$ cat src/hdl/fpm_config.svh
`ifndef FPM_CONFIG_SVH
`define FPM_CONFIG_SVH

// single-precision field widths
`define FPM_EXP_W 8
`define FPM_FRAC_W 23

// excess-127 exponent encoding
`define FPM_EXP_BIAS 127

// bits per lookahead group in the product adder
`define FPM_CLA_GROUP 4

// cycles from inValid to outValid, one per register stage
`define FPM_PIPE_DEPTH 3

`endif

$ cat src/hdl/fpm_pkg.sv
`include "fpm_config.svh"

package fpm_pkg;

  // packed word: sign, biased exponent, stored fraction
  typedef logic [`FPM_EXP_W+`FPM_FRAC_W:0] floatT;

  // biased exponent, wraps modulo 256
  typedef logic [`FPM_EXP_W-1:0] expT;

  // stored fraction without the hidden one
  typedef logic [`FPM_FRAC_W-1:0] fracT;

  // significand with the hidden one restored
  typedef logic [`FPM_FRAC_W:0] mantT;

  // full significand product, always below 4.0
  typedef logic [2*`FPM_FRAC_W+1:0] prodT;

endpackage

$ cat src/hdl/resultNormalize.sv
`timescale 1ns/1ps
`include "fpm_config.svh"

module resultNormalize
  import fpm_pkg::*;
(
  input  prodT product,
  input  expT  expIn,
  output fracT frac,
  output expT  expOut
);

  localparam int TopBit = $bits(prodT) - 1;

  // both significands are in [1,2), so the product is in [1,4)
  logic overTwo;

  assign overTwo = product[TopBit];

  always_comb
  begin
    if (overTwo)
    begin
      // leading one at bit 47, one right shift
      frac = product[TopBit-1 -: `FPM_FRAC_W];
      expOut = expIn + expT'(1);
    end
    else
    begin
      // leading one at bit 46, already normalized
      frac = product[TopBit-2 -: `FPM_FRAC_W];
      expOut = expIn;
    end
  end

endmodule

$ cat config.mk
export PLATFORM = sky130hd
export DESIGN_NAME = resultNormalize
export DESIGN_NICKNAME = d
export VERILOG_FILES = /design/src/hdl/fpm_pkg.sv /design/src/hdl/resultNormalize.sv
export VERILOG_INCLUDE_DIRS = /design/src /design/src/hdl
export SDC_FILE = /design/constraint.sdc
export NUM_CORES = 1
export LEC_CHECK = 0
export BUFFER_PORTS_ARGS = -buffer_cell sky130_fd_sc_hd__buf_2
export CAP_MARGIN = 40
export CORE_MARGIN = 2
export CORE_UTILIZATION = 26
export DETAILED_ROUTE_END_ITERATION = 12
export PLACE_DENSITY_LB_ADDON = 0.15
export SKIP_LAST_GASP = 1
export SYNTH_ARGS = -nofsm -noshare
export SYNTH_HDL_FRONTEND = slang
export SYNTH_SLANG_ARGS = --single-unit
export TNS_END_PERCENT = 50
$ cat constraint.sdc
create_clock -name vclk -period 1.5
set_clock_uncertainty 0.05 [all_clocks]
set_input_delay 0.375 -clock vclk [all_inputs]
set_output_delay 0.375 -clock vclk [all_outputs]
set_load 0.005 [all_outputs]
## Yosys cells after proc, flatten, opt, wreduce, memory -nomap -nowiden

Index checks and enable logic that the tools add are counted.

- Mux-type cells: 2
- $add $sub $neg: 1

Operators by type and width:

| cell | count |
|---|---|
| $mux 23 | 1 |
| $add 8x1->8 const B | 1 |
| $mux 8 | 1 |

- Register bits after elaboration: 0
- Output and inout bits: 31
- Bits of input ports: 56
- Logic and storage cells: 3

## Longest topological paths before layout

- Depth in word-level cells: 2
- Gate-level depth with buffers: 4
- Depth with buffers taken out: 3

## Least setup slack after synthesis

OpenSTA, ideal clock, no wires.

- Kind: input to output
- Start: in product[47]
- End: out frac[14]
- Setup slack: 0.072 ns
- Stages on the path: 3
- Buffers on the path: 2
- Data required time: 1.075 ns
- Arrival time: 1.003 ns
- Path through: buf_6 buf_4 mux2_2

- Longest elaborated chain between the ends: 1

RTL lines:

| item | line | text |
|---|---|---|
| start, declared | resultNormalize.sv:7 | `input prodT product,` |
| $mux 23 | resultNormalize.sv:22 | `if (overTwo)` |
| end, declared | resultNormalize.sv:9 | `output fracT frac,` |

No other way between the ends.

## Worst setup path after layout

- Start: in expIn[1]
- End: out expOut[1]

- Longest elaborated chain between the ends: 2

RTL lines:

| item | line | text |
|---|---|---|
| start, declared | resultNormalize.sv:8 | `input expT expIn,` |
| $add 8x1->8 | resultNormalize.sv:26 | `expOut = expIn + expT'(1);` |
| $mux 8 * | resultNormalize.sv:22 |  |
| end, declared | resultNormalize.sv:10 | `output expT expOut` |

Every way passes the cells marked *; elsewhere a longest branch is shown, timed or not.

==> flow_results.org <==
** Global routing
- First-pass GRT wire length :: 1787 microns
- GRT Overall Usage :: 10.95%
- Grt ovf :: 0
- Initial antenna violation count :: 0
- Via count of the first global-routing pass :: 497
- Entering global routing, the biggest net connects 19 pins.

** Setup path
- Arrival time of data at the critical path endpoint :: 1.11 ns
- CP Capture Type :: output port
- Required time at the endpoint of the critical path :: 1.07 ns
- Critical path startpoint category :: input pin
- Counting both buffers and inverters, the worst setup path holds a total of 2.
- In this design, the stage delay of the slowest critical-path cell is ~0.25 ns.
- The signal on the critical path passes through buf_4, ha_4, mux2_2, buf_2.
- Worst path slowest cell :: mux2_2
- Crit Path Max Fanout :: 3
- Among cell families on the critical path, the largest total delay comes from buffers and inverters.
- The critical path in this run is classified as in -> out.

** STA
- The number of hold violations in the final report came to 0.
- Final slew viol count :: 0
- Across all setup checks in the final design, the least slack found is -0.03913 ns.
- Static timing analysis puts the maximum clock frequency at 649.7 MHz.
- Measured against its own limit, the worst slew margin works out to roughly nine tenths.
- Of the available clock period, the critical path in the final layout requires 102.6%.
- Counting I/O delays and the setup requirement, the final critical path takes 1.539 ns.
- Setup violations remaining at the end of the flow were counted as 11.
- Setup repair after global routing missed its margin :: yes
- At the pin with the least slew margin, the transition time is 0.1510 ns.

** Pwr
- Post-layout total power :: 278.4 uW
- The internal power of the cells totals 179.9 uW.
- Net switching power :: 98.48 uW
- Power spread over the standard cell area amounts to 291.6 nW/um^2.
- Combinational logic is responsible for 100.0% of the overall power.
- Per report_power, the sequential group accounts for 0% of the total.
- Summed over all cells, the static leakage comes to approximately 0.5 nW.
- Per report_power, the clock group accounts for 0% of the total.
- VDD sags by at most 166.3 uV.
- Switching portion of total power :: 35.37%

** Floorplanning
- The initial utilization of the core area, before any placement, comes to 28.08%.
- During I/O placement, the number of pins put on the boundary was 87.
- The initialized floorplan defines 14 standard-cell rows.
- In this run the horizontal extent of the chip is 44.81 microns.
- In this run the vertical extent of the chip is 44.81 microns.
- The core region is 1541 sq um.
- Die area :: roughly 2000 sq um

** Placed design
- Before CTS, the worst setup slack after placement is -0.1502 ns.
- The congestion estimate from routability-driven global placement came to slightly below 0.7.
- Cell Count Post-Placement :: ~130
- Port buffering added 64 buffers.

** Flow run
- Max-cap violations in this run came to 0.

** Status
- The checks that failed: setup timing.
- The flow ran to the end, but the final reports show violations.

** Routing
- Drt first-iter violations :: 4
- After detailed routing, the number of vias per cell comes to 4.515.
- WL/cell :: 10.39 microns
- The final route contains 587 vias.
- For this run, design rule violations remaining after detail routing come to 0.
- Antenna Violating Nets Remaining :: 0
- First-pass detailed-route iteration total :: 4
- Total detailed-routing wirelength :: 1351 microns

** Final layout
- Non-filler cells, final :: 130
- Number of fill cells :: 141
- 0 antenna diodes ended up in the layout.
- Clk_buf instances :: 0
- Layout cells sized above 1 :: 87.72%
- Summing all flip-flop and latch instances after layout gives 0 sq um.
- Sequential cell count :: 0
- Area Overhead vs Synth :: 120.5%
- For this run, the post-layout net count is around 170.

** Yosys
- In the synthesized netlist, the number of instances is 44.
- During synthesis, Yosys emitted a total of 0 warnings.
- The number of different library cells used by synthesis comes to 13.
- The share of the Yosys chip area taken by registers is 0%.
- After synthesis the cells add up to between 400 and 500 sq um.
- In this run the mean area of a mapped cell was about 9.8 sq um.
- The number of nets in the synthesized netlist is 101.

** Clocking
- In this run, post-CTS hold repair placed 0 buffers.

** Worst hold path
- Class of the tightest hold or removal check :: in -> out
-- cell usage after synthesis, drive strengths merged --
library cell | n | area [sq um]
xor2 | 3 | 26.28
nand4 | 3 | 33.78
buf | 3 | 23.77
mux2 | 24 | 270.3
nand2 | 3 | 11.26
nor2 | 1 | 3.750
xnor2 | 4 | 35.03
ha | 1 | 12.51
and3 | 1 | 6.260
nor3 | 1 | 10.01
-- cell type report --
| cell class | instances | area (sq um) | share of cell area [%] |
|---|---|---|---|
| Timing Repair Buffer | 73 | 498.0 | 52.16 |
| Multi-Input combinational cell | 41 | 436.7 | 45.74 |
| Tap cell | 16 | 20.02 | 2.097 |
-- kinds of logic after synthesis --
group	synth area share [%]
AND/OR/NAND/NOR	15.03
XOR/XNOR	14.16
buffers and inverters	5.491
multiplexers	62.43
adder cells (fa/ha/maj)	2.890
-- stage by stage --
stage / hold WS (ns) / util, % / setup TNS, ns / area (sq um)
2_1_floorplan: 0.7514 / - / 0 / 432.9
3_3_place_gp: 0.9531 / 51.87 / -2.545 / 799.5
3_5_place_dp: 0.9545 / 51.87 / -2.741 / 799.5
4_1_cts: 0.9554 / 56.33 / -0.5406 / 868.3
5_1_grt: 0.9759 / 61.93 / -0.5660 / 954.7
6_report: 0.9530 / 61.93 / -0.1252 / 954.7
-- path summary, 6_finish.rpt --
check	cells past startpoint	slack [ns]	from	endpoint
worst max-delay path	4	-0.04	expIn[1]	expOut[1]
worst min-delay path	3	0.95	expIn[7]	expOut[7]
-- routing by layer --
layer | wire length [microns] | GRT usage, % | vias to the layer above
met2 | 696 | 23.48 | 31
met1 | 539 | 12.53 | 250
met4 | 0 | 0 | 0
met3 | 116 | 0 | 0
li1 | - | - | 306
met5 | 0 | 0 | -
-- layout by cell type, fill, tap and decap left out, drive strengths merged --
master / instances
nand4: 3
nand2: 3
buf: 71
nor3: 1
and3: 1
ha: 1
clkbuf: 2
nor2: 1
xor2: 3
xnor2: 4
mux2: 24
-- what timing repair did --
item	in CTS	in global routing
setup buffers	1	0
setup endpoints to repair	25	25
pin swaps	2	0
cloned	1	2
resized for setup	8	8
hold endpoints to repair	0	0
-- power groups by stage --
stage | Sequential [mW] | Combinational, mW | Clock [mW]
3_5_place_dp | 0 | 0.230 | 0
2_1_floorplan | 0 | 0.104 | 0
6_report | 0 | 0.278 | 0
5_1_grt | 0 | 0.300 | 0
4_1_cts | 0 | 0.251 | 0
3_3_place_gp | 0 | 0.226 | 0
Power figures use the tool's default switching activity.
