[src/hdl/fpm_config.svh]
`ifndef FPM_CONFIG_SVH
`define FPM_CONFIG_SVH

// single-precision field widths
`define FPM_EXP_W 8
`define FPM_FRAC_W 23

// excess-127 exponent encoding
`define FPM_EXP_BIAS 127

// bits per lookahead group in the product adder
`define FPM_CLA_GROUP 4

// cycles from inValid to outValid, one per register stage
`define FPM_PIPE_DEPTH 3

`endif

[src/hdl/fpm_pkg.sv]
`include "fpm_config.svh"

package fpm_pkg;

  // packed word: sign, biased exponent, stored fraction
  typedef logic [`FPM_EXP_W+`FPM_FRAC_W:0] floatT;

  // biased exponent, wraps modulo 256
  typedef logic [`FPM_EXP_W-1:0] expT;

  // stored fraction without the hidden one
  typedef logic [`FPM_FRAC_W-1:0] fracT;

  // significand with the hidden one restored
  typedef logic [`FPM_FRAC_W:0] mantT;

  // full significand product, always below 4.0
  typedef logic [2*`FPM_FRAC_W+1:0] prodT;

endpackage

[src/hdl/claAdder.sv]
`timescale 1ns/1ps
`include "fpm_config.svh"

module claAdder
  import fpm_pkg::*;
#(
  parameter int groupWidth = `FPM_CLA_GROUP
)
(
  input  prodT opA,
  input  prodT opB,
  output prodT sum
);

  localparam int Width = $bits(prodT);
  localparam int Groups = Width / groupWidth;

  if (Width % groupWidth != 0)
  begin : gBadGroup
    $error("claAdder: groupWidth %0d does not divide %0d", groupWidth, Width);
  end

  prodT bitGen;
  prodT bitProp;
  prodT carry;
  logic [Groups-1:0] grpGen;
  logic [Groups-1:0] grpProp;
  logic [Groups-1:0] grpCarry;

  assign bitGen = opA & opB;
  assign bitProp = opA ^ opB;

  // group generate and propagate
  always_comb
  begin : groupTerms
    for (int j = 0; j < Groups; j++)
    begin
      grpGen[j] = 1'b0;
      grpProp[j] = 1'b1;
      for (int i = 0; i < groupWidth; i++)
      begin
        grpGen[j] = bitGen[j*groupWidth+i] | (bitProp[j*groupWidth+i] & grpGen[j]);
        grpProp[j] = grpProp[j] & bitProp[j*groupWidth+i];
      end
    end
  end

  // carry into each group, flat across all lower groups
  always_comb
  begin : lookahead
    logic chain;
    for (int j = 0; j < Groups; j++)
    begin
      grpCarry[j] = 1'b0;
      for (int k = 0; k < j; k++)
      begin
        chain = grpGen[k];
        for (int m = k + 1; m < j; m++)
        begin
          chain = chain & grpProp[m];
        end
        grpCarry[j] = grpCarry[j] | chain;
      end
    end
  end

  // ripple only inside a group
  always_comb
  begin : bitCarries
    for (int j = 0; j < Groups; j++)
    begin
      carry[j*groupWidth] = grpCarry[j];
      for (int i = 1; i < groupWidth; i++)
      begin
        carry[j*groupWidth+i] = bitGen[j*groupWidth+i-1]
                                | (bitProp[j*groupWidth+i-1] & carry[j*groupWidth+i-1]);
      end
    end
  end

  assign sum = bitProp ^ carry;

endmodule

[config.mk]
export PLATFORM = sky130hd
export DESIGN_NAME = claAdder
export DESIGN_NICKNAME = d
export VERILOG_FILES = /design/src/hdl/fpm_pkg.sv /design/src/hdl/claAdder.sv
export VERILOG_INCLUDE_DIRS = /design/src /design/src/hdl
export SDC_FILE = /design/constraint.sdc
export NUM_CORES = 1
export LEC_CHECK = 0
export CAP_MARGIN = 0
export CORE_MARGIN = 2
export CORE_UTILIZATION = 40
export DETAILED_ROUTE_END_ITERATION = 16
export DONT_BUFFER_PORTS = 1
export MAX_ROUTING_LAYER = met4
export SLEW_MARGIN = 20
export SYNTH_ARGS = -nofsm -noshare
export SYNTH_HDL_FRONTEND = slang
export SYNTH_SLANG_ARGS = --single-unit
[constraint.sdc]
create_clock -name vclk -period 4.85
set_input_delay 0.7275 -clock vclk [all_inputs]
set_output_delay 0.7275 -clock vclk [all_outputs]
set_load 0.03 [all_outputs]
* Word-level counts from Yosys, hierarchy flattened
Cells that the tools add are included.
Word-level totals: output and inout port bits 48, bits in registers 0, word-level logic and storage cells 275, bits of input ports 96
Cells by class: bitwise logic cells 275
Operator list (count):
- $and 1x1->1 | 151
- $or 1x1->1 | 121
- $xor 48x48->48 | 2
- $and 47x47->47 | 1

* Logic depth before layout (Yosys ltp)
Gate-level depths: netlist of the first run.
depth after elaboration 34, mapped depth 16, gate-level depth less buffers 16

* Worst setup path before layout of the first run
Ideal clock, no wire load.
path kind input port to output port, start input opA[0], end output sum[47], setup slack -0.716 ns, data required time 4.123 ns, path buffers 0, stages on the path 16, arrival 4.838 ns, cell sequence ha_1 > fa_1 > fa_1 > fa_1 > a41oi_2 > o21ai_1 > o21ai_2 > a21oi_2 > o21ai_2 > inv_2 > a221oi_2 > o21ai_1 > fa_1 > fa_1 > fa_1 > xnor2_1
On the way: word-level cells in the longest chain between the ends 34
RTL lines:
- start: declaration | RTL line claAdder.sv:10 | input prodT opA,
- $and 47x47->47 | RTL line claAdder.sv:30 | assign bitGen = opA & opB;
- $and 1x1->1 | RTL line claAdder.sv:42 | grpGen[j] = bitGen[j*groupWidth+i] | (bitProp[j*groupWidth+i] & grpGen[j]);
- $or 1x1->1 | RTL line claAdder.sv:42
- $and 1x1->1 | RTL line claAdder.sv:42
- $or 1x1->1 | RTL line claAdder.sv:42
- $and 1x1->1 | RTL line claAdder.sv:42
- $or 1x1->1 | RTL line claAdder.sv:42
- $and 1x1->1 (10 in a row) | RTL line claAdder.sv:60 | chain = chain & grpProp[m];
- $or 1x1->1 (10 in a row) | RTL line claAdder.sv:62 | grpCarry[j] = grpCarry[j] | chain;
- $and 1x1->1 | RTL line claAdder.sv:76 | | (bitProp[j*groupWidth+i-1] & carry[j*groupWidth+i-1]);
- $or 1x1->1 | RTL line claAdder.sv:76
- $and 1x1->1 | RTL line claAdder.sv:76
- $or 1x1->1 | RTL line claAdder.sv:76
- $and 1x1->1 | RTL line claAdder.sv:76
- $or 1x1->1 | RTL line claAdder.sv:76
- $xor 48x48->48 | RTL line claAdder.sv:81 | assign sum = bitProp ^ carry;
- end: declaration | RTL line claAdder.sv:12 | output prodT sum
No other way between the ends.

* Worst setup path after layout of the first run
start input opB[0], end output sum[43]
On the way: word-level cells in the longest chain between the ends 32
RTL lines:
- start: declaration | RTL line claAdder.sv:11 | input prodT opB,
- $and 47x47->47 | RTL line claAdder.sv:30
- $and 1x1->1 | RTL line claAdder.sv:42
- $or 1x1->1 | RTL line claAdder.sv:42
- $and 1x1->1 | RTL line claAdder.sv:42
- $or 1x1->1 | RTL line claAdder.sv:42
- $and 1x1->1 | RTL line claAdder.sv:42
- $or 1x1->1 | RTL line claAdder.sv:42
- $and 1x1->1 (9 in a row) | RTL line claAdder.sv:60
- $or 1x1->1 (9 in a row) | RTL line claAdder.sv:62
- $and 1x1->1 | RTL line claAdder.sv:76
- $or 1x1->1 | RTL line claAdder.sv:76
- $and 1x1->1 | RTL line claAdder.sv:76
- $or 1x1->1 | RTL line claAdder.sv:76
- $and 1x1->1 | RTL line claAdder.sv:76
- $or 1x1->1 | RTL line claAdder.sv:76
- $xor 48x48->48 | RTL line claAdder.sv:81
No other way between the ends.

==> results of run 1 <==
## power by group through the flow
stage	Clock (uW)	Combinational, uW	Sequential (uW)
6_report	0	505	0
5_1_grt	0	540	0
4_1_cts	0	507	0
3_5_place_dp	0	484	0
3_3_place_gp	0	474	0
2_1_floorplan	0	426	0
## per-layer routing
layer  vias up  part of all wire  routed length (um)
met3         2             0.067                 289
met2        64              0.64                2760
met4         0            0.0051                  22
li1        655                 -                   -
met5         -                 0                   0
met1       690              0.29                1240
## what timing repair did
action                     CTS  global route
resized for setup           22             6
setup endpoints to repair   19            20
pin swaps                   33            15
buffers inserted             5             1
## synth_stat cells
cell,n
a21o_1,5
nor3b_2,1
ha_1,41
and4_1,1
nor3_1,2
xor2_1,10
fa_1,36
a41oi_1,1
a21oi_2,3
a21oi_1,13
o21bai_1,1
o21ai_0,3
o21ai_2,4
nor2_2,1
a41oi_2,1
a221oi_2,1
nand2b_1,2
nor2_1,11
nand2_4,1
inv_1,2
a21boi_1,1
xnor2_1,2
nand3_1,2
a211oi_2,1
a31oi_1,1
nand4_1,2
inv_2,1
o21ai_1,6
nand2_1,11
a22oi_4,1
nand3b_1,2
a211oi_1,2
nor2b_1,1
## area by class of cell
cell class,count,area (um2),share of cell area
Tap cell,52,65.1,0.0282
Multi-Input combinational cell,170,2120,0.920
Timing Repair Buffer,13,109,0.0472
Inverter,3,11.3,0.00489
## final timing paths
path | start | end | slack [ns] | depth (start not counted)
worst max-delay path | opB[0] | sum[43] | -0.23 | 16
worst min-delay path | opA[0] | sum[0] | 1.61 | 1
## worst max-delay path, delay by kind of cell
family	cells	cell delay, ns
buffers and inverters	1	0.07
adders and majority gates	7	2.23
AOI/OAI and AO/OA	7	1.04
xor gates and xnor gates	1	0.28
## per-stage QoR
| step | total power (uW) | utilization |
|---|---|---|
| 2_1_floorplan | 426 | - |
| 3_3_place_gp | 474 | 0.497 |
| 3_5_place_dp | 484 | 0.497 |
| 4_1_cts | 507 | 0.517 |
| 5_1_grt | 540 | 0.522 |
| 6_report | 505 | 0.522 |
## placed cells by master (no fill, tap or decap), drive strengths merged, types with 2 or more instances in the layout
cell	count
a211oi	3
a21o	5
a21oi	16
a41oi	2
buf	13
fa	36
ha	41
inv	3
nand2	12
nand2b	2
nand3	2
nand3b	2
nand4	2
nor2	12
nor3	2
o21ai	13
xnor2	2
xor2	10
## cell families (layout without fill, tap and decap cells)
family,Yosys count,after routing,share of synthesized area
AOI/OAI and AO/OA,44,44,0.172
and+or+nand+nor,37,37,0.101
buffers and inverters,3,16,0.00606
xor gates and xnor gates,12,12,0.0566
adders and majority gates,77,77,0.664
==> tab_implementation.tex, run 1 <==
\begin{tabular}{lr}
\hline
Metric & Value \\
\hline
\multicolumn{2}{l}{\textbf{Status}} \\
Status & complete, but fails checks \\
Failing checks & negative setup slack \\
\multicolumn{2}{l}{\textbf{STA}} \\
Number of slew-limit violations in the final report & 0 \\
Final critical path time including I/O delays and setup & around 5.1 ns \\
Hold slack & around 1.6 ns \\
Final hold vios & 0 \\
Highest achievable clock rate & 197 MHz \\
Final Cycle Share & 1.05 \\
Max-slew headroom at the worst pin & 0.724 \\
Total negative slack & -1.37 ns \\
Final Setup Violations & 8 \\
RSZ-0062 raised after global routing & yes \\
Worst-case setup margin in the final layout & -0.231 ns \\
Slew at the pin closest to its max-slew limit & 0.411 ns \\
\multicolumn{2}{l}{\textbf{Critical path}} \\
Kind of end point of the critical path & primary output \\
Type of origin of the critical path & input pin \\
Critical Path, Cell by Cell & ha\_4 -> fa\_2 -> fa\_2 -> fa\_2 -> a41oi\_2 -> o21ai\_2 -> o21ai\_2 -> a21oi\_2 -> o21ai\_2 -> inv\_2 -> a221oi\_4 -> a21boi\_2 -> fa\_2 -> fa\_2 -> fa\_2 -> xor2\_4 \\
Standard cell with the maximum stage delay on the critical path & fa\_2 \\
Path type of the worst setup path & input pin to primary output \\
Critical-path maximum fanout & 2 \\
Largest stage delay on the critical path & between 0.3 and 0.4 ns \\
Worst Path Arrival & around 4.4 ns \\
Most prevalent standard cell on the critical path & fa\_2 \\
Req. time, crit path & between 4 and 5 ns \\
\multicolumn{2}{l}{\textbf{Logic synthesis}} \\
Area share of the largest cell type after synthesis & 0.388 \\
Sequential cell area fraction in the yosys report & 0 \\
Synth area leaders & fa\_1, ha\_1, xor2\_1 \\
Syn Area/Cell & 10.7 um2 \\
Count of distinct cell types in the synthesized netlist & 33 \\
Synthesized area & 1860 um2 \\
Syn Nets & approximately 350 \\
Area leader, netlist & fa\_1 \\
Warnings from Yosys & 0 \\
Number of instances in the synthesized netlist & $\sim$170 \\
\multicolumn{2}{l}{\textbf{Floorplan}} \\
Standard-cell rows & 24 \\
Die Footprint & between 5000 and 6000 um2 \\
Starting density of the core & 0.421 \\
Overall die width & $\sim$72 um \\
I/O pins & between 100 and 150 \\
Overall die height & 72.1 um \\
Core region area & around 4400 um2 \\
\multicolumn{2}{l}{\textbf{Placement}} \\
Placed wire-length estimate & between 4000 and 5000 um \\
\# port buffers & 0 \\
Area post-placement & between 2000 and 2500 um2 \\
Routability Congestion & slightly above 0.8 \\
Number of cells after detailed placement & between 200 and 250 \\
Post-placement setup slack & -0.484 ns \\
\multicolumn{2}{l}{\textbf{Power and ir drop}} \\
Switching pwr & roughly 310 uW \\
Proportion of total power due to net switching & 0.611 \\
Share of power burned in combinational logic & 1.000 \\
Leakage power summed over all cells & 0.000921 uW \\
Maximum vdd drop & $\sim$0.00011 V \\
Internal power summed over all cells & $\sim$200 uW \\
Power density normalized to cell area & between 200 and 250 nW/um2 \\
Clock power frac & 0 \\
Register share of total power & 0 \\
\multicolumn{2}{l}{\textbf{Run}} \\
Max-cap violations & 0 \\
\multicolumn{2}{l}{\textbf{Final layout}} \\
Post-route cell area & 2300 um2 \\
Flip-flop and latch area & 0 um2 \\
Layout clock buffer count & 0 \\
Number of flip-flops and latches & 0 \\
Area added between synthesis and finish & 24.1\% \\
Number of fillers in the final layout & between 300 and 400 \\
Fraction of final layout cells with drive strength greater than 1 & 0.398 \\
Layout net count & between 300 and 400 \\
Non-Filler Instances & $\sim$240 \\
Number of antenna diodes & 0 \\
\multicolumn{2}{l}{\textbf{GRT}} \\
Via count of the first global-routing pass & roughly 1.7k \\
Pin count of the biggest net entering global routing & 6 \\
Antenna violations before repair & 0 \\
Met3 Track Usage GR & 0.0153 \\
Global-route wire length before repair & 7040 um \\
GR Layer Usage met1 & 0.164 \\
Most used routing layer in global routing & met2 \\
Met2 Resource Use GR & 0.368 \\
Overall overflow remaining after global route & 0 \\
GRT Total Usage & 0.170 \\
\multicolumn{2}{l}{\textbf{Route}} \\
Detailed Route WL & $\sim$4300 um \\
Vias post-DR & about 1.4k \\
Number of optimization iterations in the first detailed-route pass & 2 \\
DRC viols & 0 \\
Mean routed wirelength per cell & 18.1 um \\
Detail Route Antenna Nets & 0 \\
DRT iter0 DRCs & 7 \\
Via count normalized by instance count & approximately 6 \\
\multicolumn{2}{l}{\textbf{Hold path}} \\
Kind of path behind the tightest hold check & input pin to primary output \\
\multicolumn{2}{l}{\textbf{CTS}} \\
Hold-fix buffers, CTS & 0 \\
\hline
\end{tabular}
Power figures use the tool's default switching activity.
==> run 2: changes to the inputs <==
- PLACE_DENSITY: not set -> 0.54
==> tab_implementation.tex, run 2 (synthesis results as in run 1) <==
\begin{tabular}{lr}
\hline
Metric & Value \\
\hline
\multicolumn{2}{l}{\textbf{Final layout}} \\
Leading cell types in the layout, fill and taps excluded & ha\_1, fa\_2, a21oi\_1, nand2\_1, nor2\_1 \\
Flip-flop and latch area & 0 um2 (unchanged) \\
Number of fillers in the final layout & 396 (+3.9\%) \\
Area taken by multi-input logic gates & 2110 um2 (-0.41\%) \\
Area added between synthesis and finish & 22.8\% \\
Commonest non-fill, non-tap cell in the layout & ha\_1 \\
Post-layout util & 0.517 (-0.00539) \\
Fraction of final layout cells with drive strength greater than 1 & 0.375 (-0.0228) \\
Layout net count & 359 (-0.55\%) \\
Layout clock buffer count & 0 (unchanged) \\
Number of antenna diodes & 0 (unchanged) \\
Number of flip-flops and latches & 0 (unchanged) \\
\multicolumn{2}{l}{\textbf{GRT}} \\
GRT Total Usage & 0.154 (-0.0158) \\
Via count of the first global-routing pass & 1521 (-8.2\%) \\
Antenna violations before repair & 0 (unchanged) \\
Global-route wire length before repair & 6430 um (-8.7\%) \\
Pin count of the biggest net entering global routing & 6 (unchanged) \\
Overall overflow remaining after global route & 0 (unchanged) \\
\multicolumn{2}{l}{\textbf{Critical path}} \\
Worst Path Arrival & 4.33 ns (-0.02 ns) \\
Largest stage delay on the critical path & 0.38 ns (about the same) \\
Number of buffers and inverters on the critical path & 1 (unchanged) \\
Critical-path maximum fanout & 2 (unchanged) \\
Most prevalent standard cell on the critical path & fa\_2 \\
Logic depth of the worst setup path including buffers & 16 (unchanged) \\
Path type of the worst setup path & input pin to primary output \\
Critical Path, Cell by Cell & ha\_4 -> fa\_2 -> fa\_2 -> fa\_2 -> a41oi\_2 -> o21ai\_2 -> o21ai\_2 -> a21oi\_2 -> o21ai\_2 -> inv\_2 -> a221oi\_4 -> a21boi\_1 -> fa\_2 -> fa\_2 -> fa\_2 -> xor2\_4 \\
Kind of end point of the critical path & primary output \\
Type of origin of the critical path & input pin \\
Standard cell with the maximum stage delay on the critical path & fa\_2 \\
Req. time, crit path & 4.12 ns (about the same) \\
CP Capture Point & sum[43] \\
Kind of cell with the highest combined delay on the critical path & adder cells \\
Critical path origin & opB[0] \\
\multicolumn{2}{l}{\textbf{Floorplan}} \\
Overall die height & 72.1 um (unchanged) \\
I/O pins & 144 (unchanged) \\
Overall die width & 72.1 um (unchanged) \\
Standard-cell rows & 24 (unchanged) \\
Die Footprint & 5200 um2 (unchanged) \\
Core region area & 4410 um2 (unchanged) \\
Starting density of the core & 0.421 (unchanged) \\
\multicolumn{2}{l}{\textbf{Hold path}} \\
Hold Path Stages & 1 (unchanged) \\
Startpoint of the tightest hold check path & opA[0] \\
Kind of path behind the tightest hold check & input pin to primary output \\
\multicolumn{2}{l}{\textbf{Route}} \\
Detailed Route WL & 4060 um (-5.9\%) \\
Vias post-DR & 1365 (-3.3\%) \\
Mean routed wirelength per cell & 17.2 um (-5.1\%) \\
Number of optimization iterations in the first detailed-route pass & 4 (+2) \\
Detail Route Antenna Nets & 0 (unchanged) \\
DRT iter0 DRCs & 21 (+14) \\
Via count normalized by instance count & 5.78 (-2.4\%) \\
DRC viols & 0 (unchanged) \\
\multicolumn{2}{l}{\textbf{STA}} \\
Final critical path time including I/O delays and setup & 5.06 ns (-0.0227 ns) \\
Total negative slack & -0.987 ns (+0.380 ns) \\
Worst-case setup margin in the final layout & -0.208 ns (+0.0227 ns) \\
Slew at the pin closest to its max-slew limit & 0.411 ns (+0.0000457 ns) \\
Final Cycle Share & 1.04 (-0.00467) \\
RSZ-0062 raised after global routing & yes \\
Highest achievable clock rate & 198 MHz (+0.45\%) \\
Number of slew-limit violations in the final report & 0 (unchanged) \\
Final Setup Violations & 6 (-2) \\
Final hold vios & 0 (unchanged) \\
Max-slew headroom at the worst pin & 0.724 (about the same) \\
\multicolumn{2}{l}{\textbf{Status}} \\
Status & complete, but fails checks \\
Failing checks & negative setup slack \\
\multicolumn{2}{l}{\textbf{Power and ir drop}} \\
Switching pwr & 305 uW (-0.91\%) \\
Internal power summed over all cells & 192 uW (-2.1\%) \\
Power density normalized to cell area & 218 nW/um2 (-0.35\%) \\
Proportion of total power due to net switching & 0.614 (+0.00289) \\
Register share of total power & 0 (unchanged) \\
Leakage power summed over all cells & 0.000913 uW (-0.87\%) \\
Share of power burned in combinational logic & 1.000 (about the same) \\
Maximum vdd drop & 0.0000905 V (-15\%) \\
Clock power frac & 0 (unchanged) \\
\multicolumn{2}{l}{\textbf{Placement}} \\
\# port buffers & 0 (unchanged) \\
Placed wire-length estimate & 4020 um (-5.6\%) \\
Post-placement setup slack & -0.496 ns (-0.0125 ns) \\
Routability Congestion & 0.742 (-9.4\%) \\
\multicolumn{2}{l}{\textbf{CTS}} \\
Hold-fix buffers, CTS & 0 (unchanged) \\
\multicolumn{2}{l}{\textbf{Run}} \\
Max-cap violations & 0 (unchanged) \\
\hline
\end{tabular}
==> run 2: cell type report <==
class,count,area share
well taps,52,0.0285
inverters,3,0.00494
repair buffers,11,0.0411
multi-input cells,170,0.925
==> run 2: worst min-delay path by stage <==
stage	end	slack [ns]
finish	sum[0]	1.61
global route	sum[0]	1.62
CTS	sum[0]	1.62
detailed placement	sum[0]	1.62
global placement	sum[0]	1.61
floorplan	sum[0]	1.61
==> run 2: per-layer routing <==
layer	track usage	up-vias	routed length (um)
met5	-	-	0
met4	0.0105	0	29
met3	0.0194	4	361
met2	0.288	75	2210
met1	0.184	640	1470
li1	-	646	-
==> run 2: metrics by stage <==
step                area, um2  cells  total power [uW]  hold slack, ns
floorplan                2050    173               426            1.61
global placement         2190    235               477            1.61
detailed placement       2190    235               482            1.62
CTS                      2270    236               504            1.62
global route             2280    236               534            1.62
finish                   2280    236               498            1.61
==> run 2: power by group through the flow <==
stage / clock, uW / sequential [uW] / combinational [uW]
2_1_floorplan: 0 / 0 / 426
3_3_place_gp: 0 / 0 / 477
3_5_place_dp: 0 / 0 / 482
4_1_cts: 0 / 0 / 504
5_1_grt: 0 / 0 / 534
6_report: 0 / 0 / 498
==> run 2: what timing repair did <==
| item | 4_1_cts | 5_1_grt |
|---|---|---|
| pin swaps | 26 | 13 |
| gates resized for setup | 21 | 4 |
| buffers inserted | 1 | 0 |
| setup endpoints to repair | 19 | 18 |
| endpoints found under the hold margin | 0 | 0 |
