===== src/hdl/fpm_config.svh =====
`ifndef FPM_CONFIG_SVH
`define FPM_CONFIG_SVH

// single-precision field widths
`define FPM_EXP_W 8
`define FPM_FRAC_W 23

// excess-127 exponent encoding
`define FPM_EXP_BIAS 127

// bits per lookahead group in the product adder
`define FPM_CLA_GROUP 4

// cycles from inValid to outValid, one per register stage
`define FPM_PIPE_DEPTH 3

`endif


===== src/hdl/fpm_pkg.sv =====
`include "fpm_config.svh"

package fpm_pkg;

  // packed word: sign, biased exponent, stored fraction
  typedef logic [`FPM_EXP_W+`FPM_FRAC_W:0] floatT;

  // biased exponent, wraps modulo 256
  typedef logic [`FPM_EXP_W-1:0] expT;

  // stored fraction without the hidden one
  typedef logic [`FPM_FRAC_W-1:0] fracT;

  // significand with the hidden one restored
  typedef logic [`FPM_FRAC_W:0] mantT;

  // full significand product, always below 4.0
  typedef logic [2*`FPM_FRAC_W+1:0] prodT;

endpackage


===== src/hdl/wallaceTree.sv =====
`timescale 1ns/1ps

module wallaceTree
  import fpm_pkg::*;
(
  input  mantT multiplicand,
  input  mantT multiplier,
  output prodT sumRow,
  output prodT carryRow
);

  localparam int Width = $bits(prodT);
  localparam int Rows = $bits(mantT);

  // rows left after a number of 3:2 layers
  function automatic int rowsAfter(int layer);
    int n;
    n = Rows;
    for (int i = 0; i < layer; i++)
    begin
      n = (n / 3) * 2 + n % 3;
    end
    return n;
  endfunction

  // layers until only a sum row and a carry row remain
  function automatic int layersNeeded();
    int n;
    int count;
    n = Rows;
    count = 0;
    while (n > 2)
    begin
      n = (n / 3) * 2 + n % 3;
      count++;
    end
    return count;
  endfunction

  localparam int Layers = layersNeeded();

  // rows[l] holds the operands entering layer l
  wire prodT rows [0:Layers][0:Rows-1];

  // one shifted copy of the multiplicand per multiplier bit
  for (genvar i = 0; i < Rows; i++)
  begin : gPartial
    assign rows[0][i] = multiplier[i] ? (prodT'(multiplicand) << i) : '0;
  end

  // 24 -> 16 -> 11 -> 8 -> 6 -> 4 -> 3 -> 2
  for (genvar l = 0; l < Layers; l++)
  begin : gLayer
    localparam int NumIn = rowsAfter(l);
    localparam int NumGroups = NumIn / 3;
    localparam int NumLeft = NumIn % 3;

    // rows taken three at a time, sum and carry kept side by side
    for (genvar g = 0; g < NumGroups; g++)
    begin : gCsa
      localparam int Base = 3 * g;
      wire prodT sumBits;
      wire [Width-2:0] majBits;

      for (genvar k = 0; k < Width; k++)
      begin : gFa
        wire xBit = rows[l][Base][k];
        wire yBit = rows[l][Base+1][k];
        wire zBit = rows[l][Base+2][k];

        assign sumBits[k] = xBit ^ yBit ^ zBit;

        // carry out of the top column is beyond the product width
        if (k < Width - 1)
        begin : gMaj
          assign majBits[k] = (xBit & yBit) | (yBit & zBit) | (zBit & xBit);
        end
      end

      assign rows[l+1][2*g] = sumBits;
      assign rows[l+1][2*g+1] = {majBits, 1'b0};
    end

    // rows outside a full group wait for the next layer
    for (genvar r = 0; r < NumLeft; r++)
    begin : gPass
      assign rows[l+1][2*NumGroups+r] = rows[l][3*NumGroups+r];
    end

    // unused slots of the row array are tied off
    for (genvar u = 2 * NumGroups + NumLeft; u < Rows; u++)
    begin : gIdle
      assign rows[l+1][u] = '0;
    end
  end

  assign sumRow = rows[Layers][0];
  assign carryRow = rows[Layers][1];

endmodule


===== config.mk =====
export PLATFORM = sky130hd
export DESIGN_NAME = wallaceTree
export DESIGN_NICKNAME = d
export VERILOG_FILES = /design/src/hdl/fpm_pkg.sv /design/src/hdl/wallaceTree.sv
export VERILOG_INCLUDE_DIRS = /design/src /design/src/hdl
export SDC_FILE = /design/constraint.sdc
export NUM_CORES = 1
export LEC_CHECK = 0
export BUFFER_PORTS_ARGS = -buffer_cell sky130_fd_sc_hd__buf_2
export CORE_MARGIN = 2
export CORE_UTILIZATION = 25
export DETAILED_ROUTE_END_ITERATION = 10
export PLACE_DENSITY = 0.45
export SYNTH_ARGS = -nofsm -noshare
export SYNTH_HDL_FRONTEND = slang
export SYNTH_SLANG_ARGS = --single-unit

===== constraint.sdc =====
create_clock -name vclk -period 6.07
set_input_delay 1.214 -clock vclk [all_inputs]
set_output_delay 1.214 -clock vclk [all_outputs]
set_load 0.01 [all_outputs]

-- After elaboration in Yosys (flattened, before gate mapping)
Index checks and enable logic that the tools add are counted.
- mux-type cells: 24
- bitwise gates (word level): 7171
- operators by type and width (cell ; number):
    1-bit bitwise AND ; 2764
    1-bit OR ; 2030
    1-bit XOR ; 1885
    1-bit bitwise AND (both inputs constant) ; 260
    1-bit XOR (both inputs constant) ; 100
    1-bit XOR (second input constant) ; 92
    47-bit 2-to-1 mux ; 1
    46-bit 2-to-1 mux ; 1
    45-bit 2-to-1 mux ; 1
    44-bit 2-to-1 mux ; 1
    43-bit 2-to-1 mux ; 1
    42-bit 2-to-1 mux ; 1
    41-bit 2-to-1 mux ; 1
    40-bit 2-to-1 mux ; 1
    39-bit 2-to-1 mux ; 1
    38-bit 2-to-1 mux ; 1
    37-bit 2-to-1 mux ; 1
    36-bit 2-to-1 mux ; 1
    35-bit 2-to-1 mux ; 1
    34-bit 2-to-1 mux ; 1
    33-bit 2-to-1 mux ; 1
    32-bit 2-to-1 mux ; 1
    31-bit 2-to-1 mux ; 1
    30-bit 2-to-1 mux ; 1
    other kinds (9) ; 46
- register bits: 0
- bits of input ports: 48
- output and inout bits: 96
- word-level logic and storage cells: 7195

-- Depth between registers and ports, before layout
Gate-level depths: netlist (run 1).
- depth in word-level cells: 22
- mapped depth: 15
- gate-level depth less buffers: 14

-- Worst setup path after synthesis (run 1)
No wires, ideal clock.
- path type: input -> output
- from: input port multiplicand[7]
- to: output port sumRow[22]
- data arrival time: 5.242 ns
- data required time: 4.856 ns
- setup slack: -0.386 ns
- stages on the path: 14
- buffers on the path: 1
- path through: buf_2 > nand2_1 > fa_1 > inv_1 > fa_1 > inv_1 > fa_1 > inv_1 > fa_1 > inv_1 > fa_1 > fa_1 > fa_1 > inv_1
- word-level cells in the longest chain between the ends: 20
- elaborated cells between the ends (all ways): 169
- classes of those cells: mux: 6; bitwise: 163
- ends and longest elaborated chain (element ; line ; text):
    start: declaration ; wallaceTree.sv:6 ; input mantT multiplicand,
    34-bit 2-to-1 mux ; wallaceTree.sv:48 ; assign rows[0][i] = multiplier[i] ? (prodT'(multiplicand) << i) : '0;
    1-bit bitwise AND ; wallaceTree.sv:76 ; assign majBits[k] = (xBit & yBit) | (yBit & zBit) | (zBit & xBit);
    1-bit OR (2 in a row) ; wallaceTree.sv:76 ;
    1-bit bitwise AND ; wallaceTree.sv:76 ;
    1-bit OR (2 in a row) ; wallaceTree.sv:76 ;
    1-bit bitwise AND ; wallaceTree.sv:76 ;
    1-bit OR (2 in a row) ; wallaceTree.sv:76 ;
    1-bit XOR / 1-bit bitwise AND (equally long branches) ; wallaceTree.sv:71, wallaceTree.sv:76 ;
    1-bit XOR / 1-bit OR (equally long branches) ; wallaceTree.sv:71, wallaceTree.sv:76 ;
    1-bit bitwise AND / 1-bit OR (equally long branches) ; wallaceTree.sv:76 ;
    1-bit OR / 1-bit XOR (equally long branches) (2 in a row) ; wallaceTree.sv:76, wallaceTree.sv:71 ;
    1-bit bitwise AND ; wallaceTree.sv:76 ;
    1-bit OR (2 in a row) ; wallaceTree.sv:76 ;
    1-bit XOR ; wallaceTree.sv:71 ; assign sumBits[k] = xBit ^ yBit ^ zBit;
    1-bit XOR (*) ; wallaceTree.sv:71 ;
    end: declaration ; wallaceTree.sv:8 ; output prodT sumRow,
Every way passes the cells marked *; elsewhere a longest branch is shown, timed or not.

-- Worst setup path after layout (run 1)
- from: input port multiplicand[12]
- to: output port sumRow[26]
- word-level cells in the longest chain between the ends: 20
- elaborated cells between the ends (all ways): 159
- classes of those cells: mux: 6; bitwise: 153
- ends and longest elaborated chain (element ; line):
    33-bit 2-to-1 mux ; wallaceTree.sv:48
    1-bit bitwise AND ; wallaceTree.sv:76
    1-bit OR (2 in a row) ; wallaceTree.sv:76
    1-bit bitwise AND ; wallaceTree.sv:76
    1-bit OR (2 in a row) ; wallaceTree.sv:76
    1-bit bitwise AND ; wallaceTree.sv:76
    1-bit OR (2 in a row) ; wallaceTree.sv:76
    1-bit XOR / 1-bit bitwise AND (equally long branches) ; wallaceTree.sv:71, wallaceTree.sv:76
    1-bit XOR / 1-bit OR (equally long branches) ; wallaceTree.sv:71, wallaceTree.sv:76
    1-bit bitwise AND / 1-bit OR (equally long branches) ; wallaceTree.sv:76
    1-bit OR / 1-bit XOR (equally long branches) (2 in a row) ; wallaceTree.sv:76, wallaceTree.sv:71
    1-bit bitwise AND ; wallaceTree.sv:76
    1-bit OR (2 in a row) ; wallaceTree.sv:76
    1-bit XOR ; wallaceTree.sv:71
    1-bit XOR (*) ; wallaceTree.sv:71
Marks and branches as above.

==> key figures, run 1 <==
Worst setup path
  – CP Capture Type: output pin
  – Critical Path Most Common Cell: fa_2
  – CP max-delay cell: fa_2
  – CP Cell Sequence: buf_12 -> buf_12 -> and2_4 -> fa_2 -> inv_2 -> fa_2 -> fa_2 -> fa_2 -> fa_2 -> fa_1 -> inv_1 -> fa_2 -> buf_6
  – CP required: 4860 ps
  – Setup crit start kind: input port
  – CP max FO: 5
  – Critical path class: input port to output pin
  – Max incr delay on CP: 570 ps
  – Crit path DAT: about 5400 ps

STA
  – Minimum clock period: roughly 6600 ps
  – Final Max Slew Viols: 0
  – Final setup violation count: 61
  – Final period util: 109%
  – PnR worst setup slack: -557 ps
  – Hold Violations, Final: 0
  – RSZ-0062 raised after global routing: true
  – Fmax: 151 MHz
  – Hold Slack: a little under 3000 ps

Cells and area
  – Register area: 0 sq um
  – CLK BUF: 0
  – Area occupied by multi-input gates: 15000 sq um
  – Utilization after layout: 34.5%
  – Area delta synth->final: 36.5%
  – Commonest non-fill, non-tap cell in the layout: fa_1
  – Share of cells above drive strength 1: between 30% and 40%
  – Sequential cell count: 0
  – Fillers: roughly 6400
  – Finished Cell Area: 21800 sq um
  – Fin nets: 2551
  – Most frequent cells in the layout: 358 x fa_1, 288 x nand2_1, 288 x inv_1, 160 x and2_1, 130 x fa_2

Logic synthesis
  – Synth top area share: 61.1%
  – Area contributors post-synth: fa_1 61%, and2_1 9.3%, inv_1 9.1%
  – Post-synthesis sequential area ratio: 0%
  – Yosys warns: 0
  – Avg Cell Area, Syn: around 9.6 sq um
  – Synth area leader: fa_1
  – Synth unique cells: 8
  – Mapped Cells: about 1700
  – Mapped Area: 16000 sq um

Placement
  – Gpl congestion: between 0.8 and 0.9
  – Area post-placement: 18600 sq um
  – Dpl ws: -830 ps
  – Input/output buffers: 136
  – Estimated wirelength of the detail-placed design: 39000 microns

Floorplan
  – Core area: 63200 sq um
  – Chip height: 257 microns
  – Ports: between 100 and 150
  – Initial Util: between 20% and 30%
  – Total die area: around 66000 sq um
  – # rows: 92
  – Die Width: 257 microns

Worst hold path
  – HP Class: input port to output pin
  – Hold EP: sumRow[47]
  – Hold path cells: 4
  – HP Start: multiplier[23]

Route
  – Vias per cell: between 4 and 5
  – DRT Pass-1 Iters: 5
  – Initial DRC Count: 369
  – Total number of vias: approximately 12000
  – Final ANT Viol Nets: 0
  – DR DRC count: 0
  – Routed WL: around 50000 microns
  – Routed length per instance: 17.7 microns

GRT
  – Initial antenna violation count: 0
  – GR Layer Usage met3: 0.761%
  – Total track usage: 15.4%
  – Met2 Usage GRT: 29.9%
  – Largest net degree at the start of global routing: 25
  – GR Overflow Total: 0
  – GR peak layer: met2
  – GR Util met1: 18.4%
  – Vias in the first global route: 13945
  – Global-route wire length before repair: 78900 microns

Run status
  – Failing checks: negative setup slack
  – Status: finished, violations left

Job
  – Max-Cap Viols: 0
## cell type report
cell class	count	share of cell area, %
Multi-Input combinational cell	1174	68.9
Antenna cell	1	0.0115
Inverter	387	6.66
Tap cell	846	4.85
Timing Repair Buffer	350	19.6
## synth_stat cells
master,instances
fa_1,488
buf_4,65
conb_1,1
and2_1,238
inv_1,387
ha_1,102
nand2_1,338
buf_2,47
## worst max path at each step
stage | start | end | slack (ps)
floorplan | multiplicand[6] | sumRow[22] | -160
global placement | multiplicand[19] | sumRow[28] | -810
detailed placement | multiplier[9] | sumRow[28] | -830
CTS | multiplicand[12] | sumRow[24] | -620
global route | multiplier[15] | sumRow[33] | -640
finish | multiplicand[12] | sumRow[26] | -560
## metal layers
| layer | share of wire, % | vias up |
|---|---|---|
| met2 | 55 | 226 |
| met5 | 0 | - |
| met1 | 39 | 6207 |
| li1 | - | 5110 |
| met4 | 2.8 | 0 |
| met3 | 2.5 | 57 |
## through the flow
step / std cells / setup TNS [ps]
final: 2758 / -19990
after global routing: 2757 / -25760
after CTS: 2742 / -22820
after detailed placement: 2670 / -41160
after global placement: 2670 / -39190
after floorplan: 1673 / -1930
## what timing repair did
| item | 4_1_cts | 5_1_grt |
|---|---|---|
| buffers inserted | 61 | 17 |
| resized for setup | 522 | 131 |
| pin swaps | 208 | 137 |
| gates cloned | 13 | 1 |
| setup endpoints to repair | 73 | 69 |
| hold buffers | 0 | 0 |
## critical path, delay by kind of cell
kind / cells / cell delay (ps)
buffers and inverters: 5 / 450
adder cells (fa/ha/maj): 7 / 3580
AND/OR/NAND/NOR: 1 / 160
## cells by family (layout without fill, tap and decap cells)
group	count (synthesis)	count (layout)	synth area share, %
fa+ha+maj	590	590	69.1
simple gates	576	576	17.3
buf+inv	499	737	13.6
other cells	1	9	0.0235
==> run 2, diff against run 1 <==
- clock period: 6.07 -> 6 ns (I/O delays scaled with it)
==> key figures, run 2 (synthesized netlist as in run 1, its figures left out) <==
Placement
  – Input/output buffers: between 100 and 150
  – Estimated wirelength of the detail-placed design: 40700 microns
  – Gpl congestion: 0.862
  – Area post-placement: 18700 sq um

Cells and area
  – # diodes: 0
  – Most frequent cells in the layout: 354 x fa_1, 286 x inv_1, 283 x nand2_1, 148 x and2_1, 137 x buf_6
  – Area occupied by multi-input gates: approximately 15000 sq um
  – Area delta synth->final: 40.3%
  – Utilization after layout: 35.5%
  – CLK BUF: 0
  – Sequential cell count: 0
  – Fillers: 6347
  – Share of cells above drive strength 1: between 40% and 50%
  – Commonest non-fill, non-tap cell in the layout: fa_1
  – Register area: 0 sq um
  – Fin nets: 2561
  – Finished Cell Area: 22400 sq um

Worst setup path
  – Critical path class: input port to output pin
  – CP required: 4800 ps
  – CP max FO: 7
  – Crit path DAT: approximately 5400 ps
  – CP Capture Type: output pin
  – Setup crit start kind: input port

Power
  – Leak: 10.2 nW
  – Combinational share of power: 100.0%
  – Pint: 8.01 mW
  – Sw Ratio: 46.1%
  – Pwr Density: 663 nW/um^2
  – Sequential share of power: 0%
  – Psw: 6.84 mW
  – Clock network fraction of design power: 0%
  – Worst-case vdd ir drop: 1280 uV

Floorplan
  – # rows: 92
  – Core area: 63200 sq um
  – Ports: 144
  – Total die area: roughly 66000 sq um
  – Initial Util: 25.3%
  – Die Width: 257 microns
  – Chip height: 257 microns

STA
  – Minimum clock period: between 6000 and 7000 ps
  – Hold Violations, Final: 0
  – Final Max Slew Viols: 0
  – Final setup violation count: 68
  – Final period util: 110%
  – Fmax: approximately 150 MHz
  – RSZ-0062 raised after global routing: true
  – PnR worst setup slack: -573 ps

GRT
  – Largest net degree at the start of global routing: 24
  – Global-route wire length before repair: 82300 microns
  – Initial antenna violation count: 0
  – Vias in the first global route: 13985
  – GR Overflow Total: 0
  – Total track usage: 16.2%

Route
  – Routed length per instance: ~19 microns
  – Initial DRC Count: 430
  – Met2 routed WL: about 29000 microns
  – DRT Pass-1 Iters: 5
  – WL met1: around 21000 microns
  – Max layer used: met4
  – Total number of vias: 11802
  – Final ANT Viol Nets: 0
  – Vias per cell: 4.27
  – Met3 routed WL: around 1700 microns
  – Routed WL: 52100 microns
  – DR DRC count: 0

Clock network
  – # hold bufs at CTS: 0

Worst hold path
  – HP Start: multiplier[0]
  – HP Class: input port to output pin
  – Hold path cells: 4
  – Hold EP: sumRow[0]

Job
  – Max-Cap Viols: 0

Run status
  – Failing checks: negative setup slack
  – Status: finished, violations left
[run 2: changes by cell type in the layout (fill, tap and decap cells not counted), moves of 4 or more]
cell       change
buf_12        +23
and2_1        -12
and2_4        +12
buf_4         -12
buf_6         +10
buf_2          -9
buf_8          -7
ha_1           -6
ha_4           +6
nand2_1        -5
clkbuf_16      +4
fa_1           -4
fa_2           +4
[run 2: per-stage QoR]
step	cells	setup WS (ps)	power (mW)	hold slack (ps)	TNS (ps)
2_1_floorplan	1673	-198	7.44	2610	-2880
6_report	2767	-573	14.9	3000	-22220
4_1_cts	2747	-634	15.1	3060	-23700
3_5_place_dp	2671	-838	11.1	3120	-41700
3_3_place_gp	2671	-838	11.1	3120	-41510
5_1_grt	2767	-661	16.6	3050	-28940
[run 2: repair_timing]
| item | 4_1_cts | 5_1_grt |
|---|---|---|
| resized for setup | 570 | 123 |
| endpoints found under the setup margin | 74 | 74 |
| setup buffers | 58 | 20 |
| gates cloned | 19 | 5 |
| pin swaps | 273 | 120 |
[run 2: layout make-up]
| cell class | count | area share [%] |
|---|---|---|
| Multi-Input combinational cell | 1174 | 67.7 |
| Timing Repair Buffer | 360 | 21.1 |
| Inverter | 387 | 6.48 |
| Tap cell | 846 | 4.72 |
[run 2: worst max-delay path, cell delays in order]
cell and delay [ps]:
buf_12 130, buf_12 140, and2_4 130, fa_2 530, inv_2 40, fa_1 490, fa_1 460, fa_1 590
fa_2 460, fa_1 490, fa_2 550, inv_2 40, buf_6 110
[run 2: metal layers]
layer,vias to the layer above,GRT usage (%)
li1,5130,-
met1,6378,19.8
met2,244,31.4
met3,50,0.751
met4,0,2.73
met5,-,0
[run 2: power groups by stage]
stage / clock network, mW / logic, mW / registers, mW
2_1_floorplan: 0 / 7.44 / 0
3_3_place_gp: 0 / 11.1 / 0
3_5_place_dp: 0 / 11.1 / 0
4_1_cts: 0 / 15.1 / 0
5_1_grt: 0 / 16.6 / 0
6_report: 0 / 14.9 / 0
[run 2: worst max path at each step]
stage,start,endpoint,slack (ps),depth (start not counted)
finish,multiplicand[9],sumRow[22],-570,13
CTS,multiplicand[12],sumRow[24],-630,13
floorplan,multiplicand[6],sumRow[22],-200,14
global route,multiplier[15],sumRow[22],-660,16
detailed placement,multiplicand[11],sumRow[24],-840,12
global placement,multiplicand[11],sumRow[28],-840,13
No activity file was read; power rests on OpenSTA's default activity.
==> run 3, diff against run 2 <==
- PLACE_DENSITY: 0.45 -> 0.37
- clock period: 6 -> 6.6 ns (I/O delays scaled with it)
==> key figures, run 3 (synthesized netlist as in run 1, its figures left out) <==
Run status
  – Status: finished, violations left
  – Failing checks: negative setup slack

Route
  – DRT Pass-1 Iters: 4
  – Total number of vias: around 11000
  – Routed length per instance: 18.2 microns
  – Final ANT Viol Nets: 0
  – Routed WL: approximately 51000 microns
  – Vias per cell: 4.09
  – Initial DRC Count: 393
  – DR DRC count: 0

GRT
  – Largest net degree at the start of global routing: 19
  – GR Overflow Total: 0
  – Total track usage: 15.7%
  – Global-route wire length before repair: 79300 microns
  – Initial antenna violation count: 2
  – Vias in the first global route: 13382

STA
  – Hold Slack: roughly 3300 ps
  – Final setup violation count: 40
  – Final setup TNS: -4560 ps
  – PnR worst setup slack: -262 ps
  – RSZ-0062 raised after global routing: true
  – Minimum clock period: 6860 ps
  – Final Max Slew Viols: 0
  – Fmax: 146 MHz
  – Final period util: 104%
  – Hold Violations, Final: 0

Floorplan
  – # rows: around 90
  – Core area: 63200 sq um
  – Initial Util: between 20% and 30%
  – Chip height: 257 microns
  – Ports: 144
  – Total die area: around 66000 sq um
  – Die Width: 257 microns

Worst hold path
  – Hold path cells: 5
  – Hold EP: sumRow[0]
  – HP Class: input port to output pin
  – HP Start: multiplier[0]

Cells and area
  – Share of cells above drive strength 1: 34.2%
  – Sequential cell count: 0
  – Area delta synth->final: 33.5%
  – Fillers: 6532
  – Register area: 0 sq um
  – Fin nets: 2574
  – CLK BUF: 0
  – Commonest non-fill, non-tap cell in the layout: fa_1
  – Most frequent cells in the layout: 386 x fa_1, 310 x inv_1, 286 x nand2_1, 202 x and2_1, 138 x buf_4

Power
  – Leak: 9.97 nW
  – Pwr Density: 578 nW/um^2
  – Worst-case vdd ir drop: 555 uV

Worst setup path
  – Critical path class: input port to output pin
  – Setup crit start kind: input port
  – CP max FO: 7
  – CP Capture Type: output pin
  – Crit path DAT: 5540 ps
  – CP required: 5280 ps

Clock network
  – # hold bufs at CTS: 0

Job
  – Max-Cap Viols: 0

Placement
  – Input/output buffers: 136
  – Estimated wirelength of the detail-placed design: 42300 microns
  – Gpl congestion: 0.813
==> run 3: cell count changes in the layout (fill, tap and decap cells not counted), moves of 10 or more <==
cell | before | now
ha_1 | 59 | 80
fa_2 | 134 | 102
ha_4 | 41 | 18
buf_6 | 137 | 98
buf_4 | 91 | 138
inv_1 | 286 | 310
buf_12 | 65 | 49
and2_1 | 148 | 202
buf_2 | 16 | 43
and2_4 | 90 | 36
fa_1 | 354 | 386
buf_16 | 22 | 9
inv_2 | 101 | 77
buf_8 | 22 | 32
==> run 3: layout make-up <==
class                           count  area (sq um)  area share (%)
Tap cell                          846          1060            4.96
Multi-Input combinational cell   1174         14600            68.7
Inverter                          387          1450            6.81
Timing Repair Buffer              373          4170            19.6
Antenna cell                        2          5.00          0.0235
==> run 3: layer usage <==
layer  up-vias  share of wire, %  global-route usage (%)
met4         0               1.8                    2.03
met2       153                54                    30.1
met1      6032                42                    20.1
li1       5156                 -                       -
met3        30               1.8                   0.386
met5         -                 0                       0
==> run 3: worst max-delay path by stage <==
stage | startpoint | to | cells after the start
6_report | multiplier[17] | sumRow[37] | 16
5_1_grt | multiplier[17] | sumRow[23] | 15
4_1_cts | multiplier[15] | sumRow[32] | 15
3_5_place_dp | multiplier[6] | sumRow[26] | 11
3_3_place_gp | multiplier[6] | sumRow[26] | 11
2_1_floorplan | multiplicand[7] | sumRow[22] | 14
==> run 3: repair_timing <==
item | CTS | global route
setup endpoints to repair | 62 | 59
gates resized for setup | 386 | 238
pin swaps | 189 | 145
gates cloned | 5 | 3
setup buffers | 28 | 40
==> run 3: worst max-delay path: stages <==
cell,delay [ps]
buf_12,90
buf_12,130
buf_12,150
buf_12,110
nand2_4,40
fa_1,550
inv_1,50
fa_1,500
inv_2,50
fa_1,460
fa_2,360
fa_1,470
fa_2,550
inv_2,40
fa_2,560
buf_6,100
==> run 3: through the flow <==
stage               area, sq um  power [mW]  std cells  util (%)  worst slack, ps
floorplan                 16000        6.07       1673         -            -13.9
global placement          18500        9.31       2706      29.3             -557
detailed placement        18500        9.29       2706      29.3             -567
CTS                       20100        11.0       2739      31.8             -283
global route              21300        13.8       2781      33.8             -350
finish                    21300        12.3       2782      33.8             -262
==> run 3: power by group <==
part | internal [mW] | switching, mW
clock network | 0.0000000304 | 0
logic | 6.55 | 5.78
registers | 0 | 0
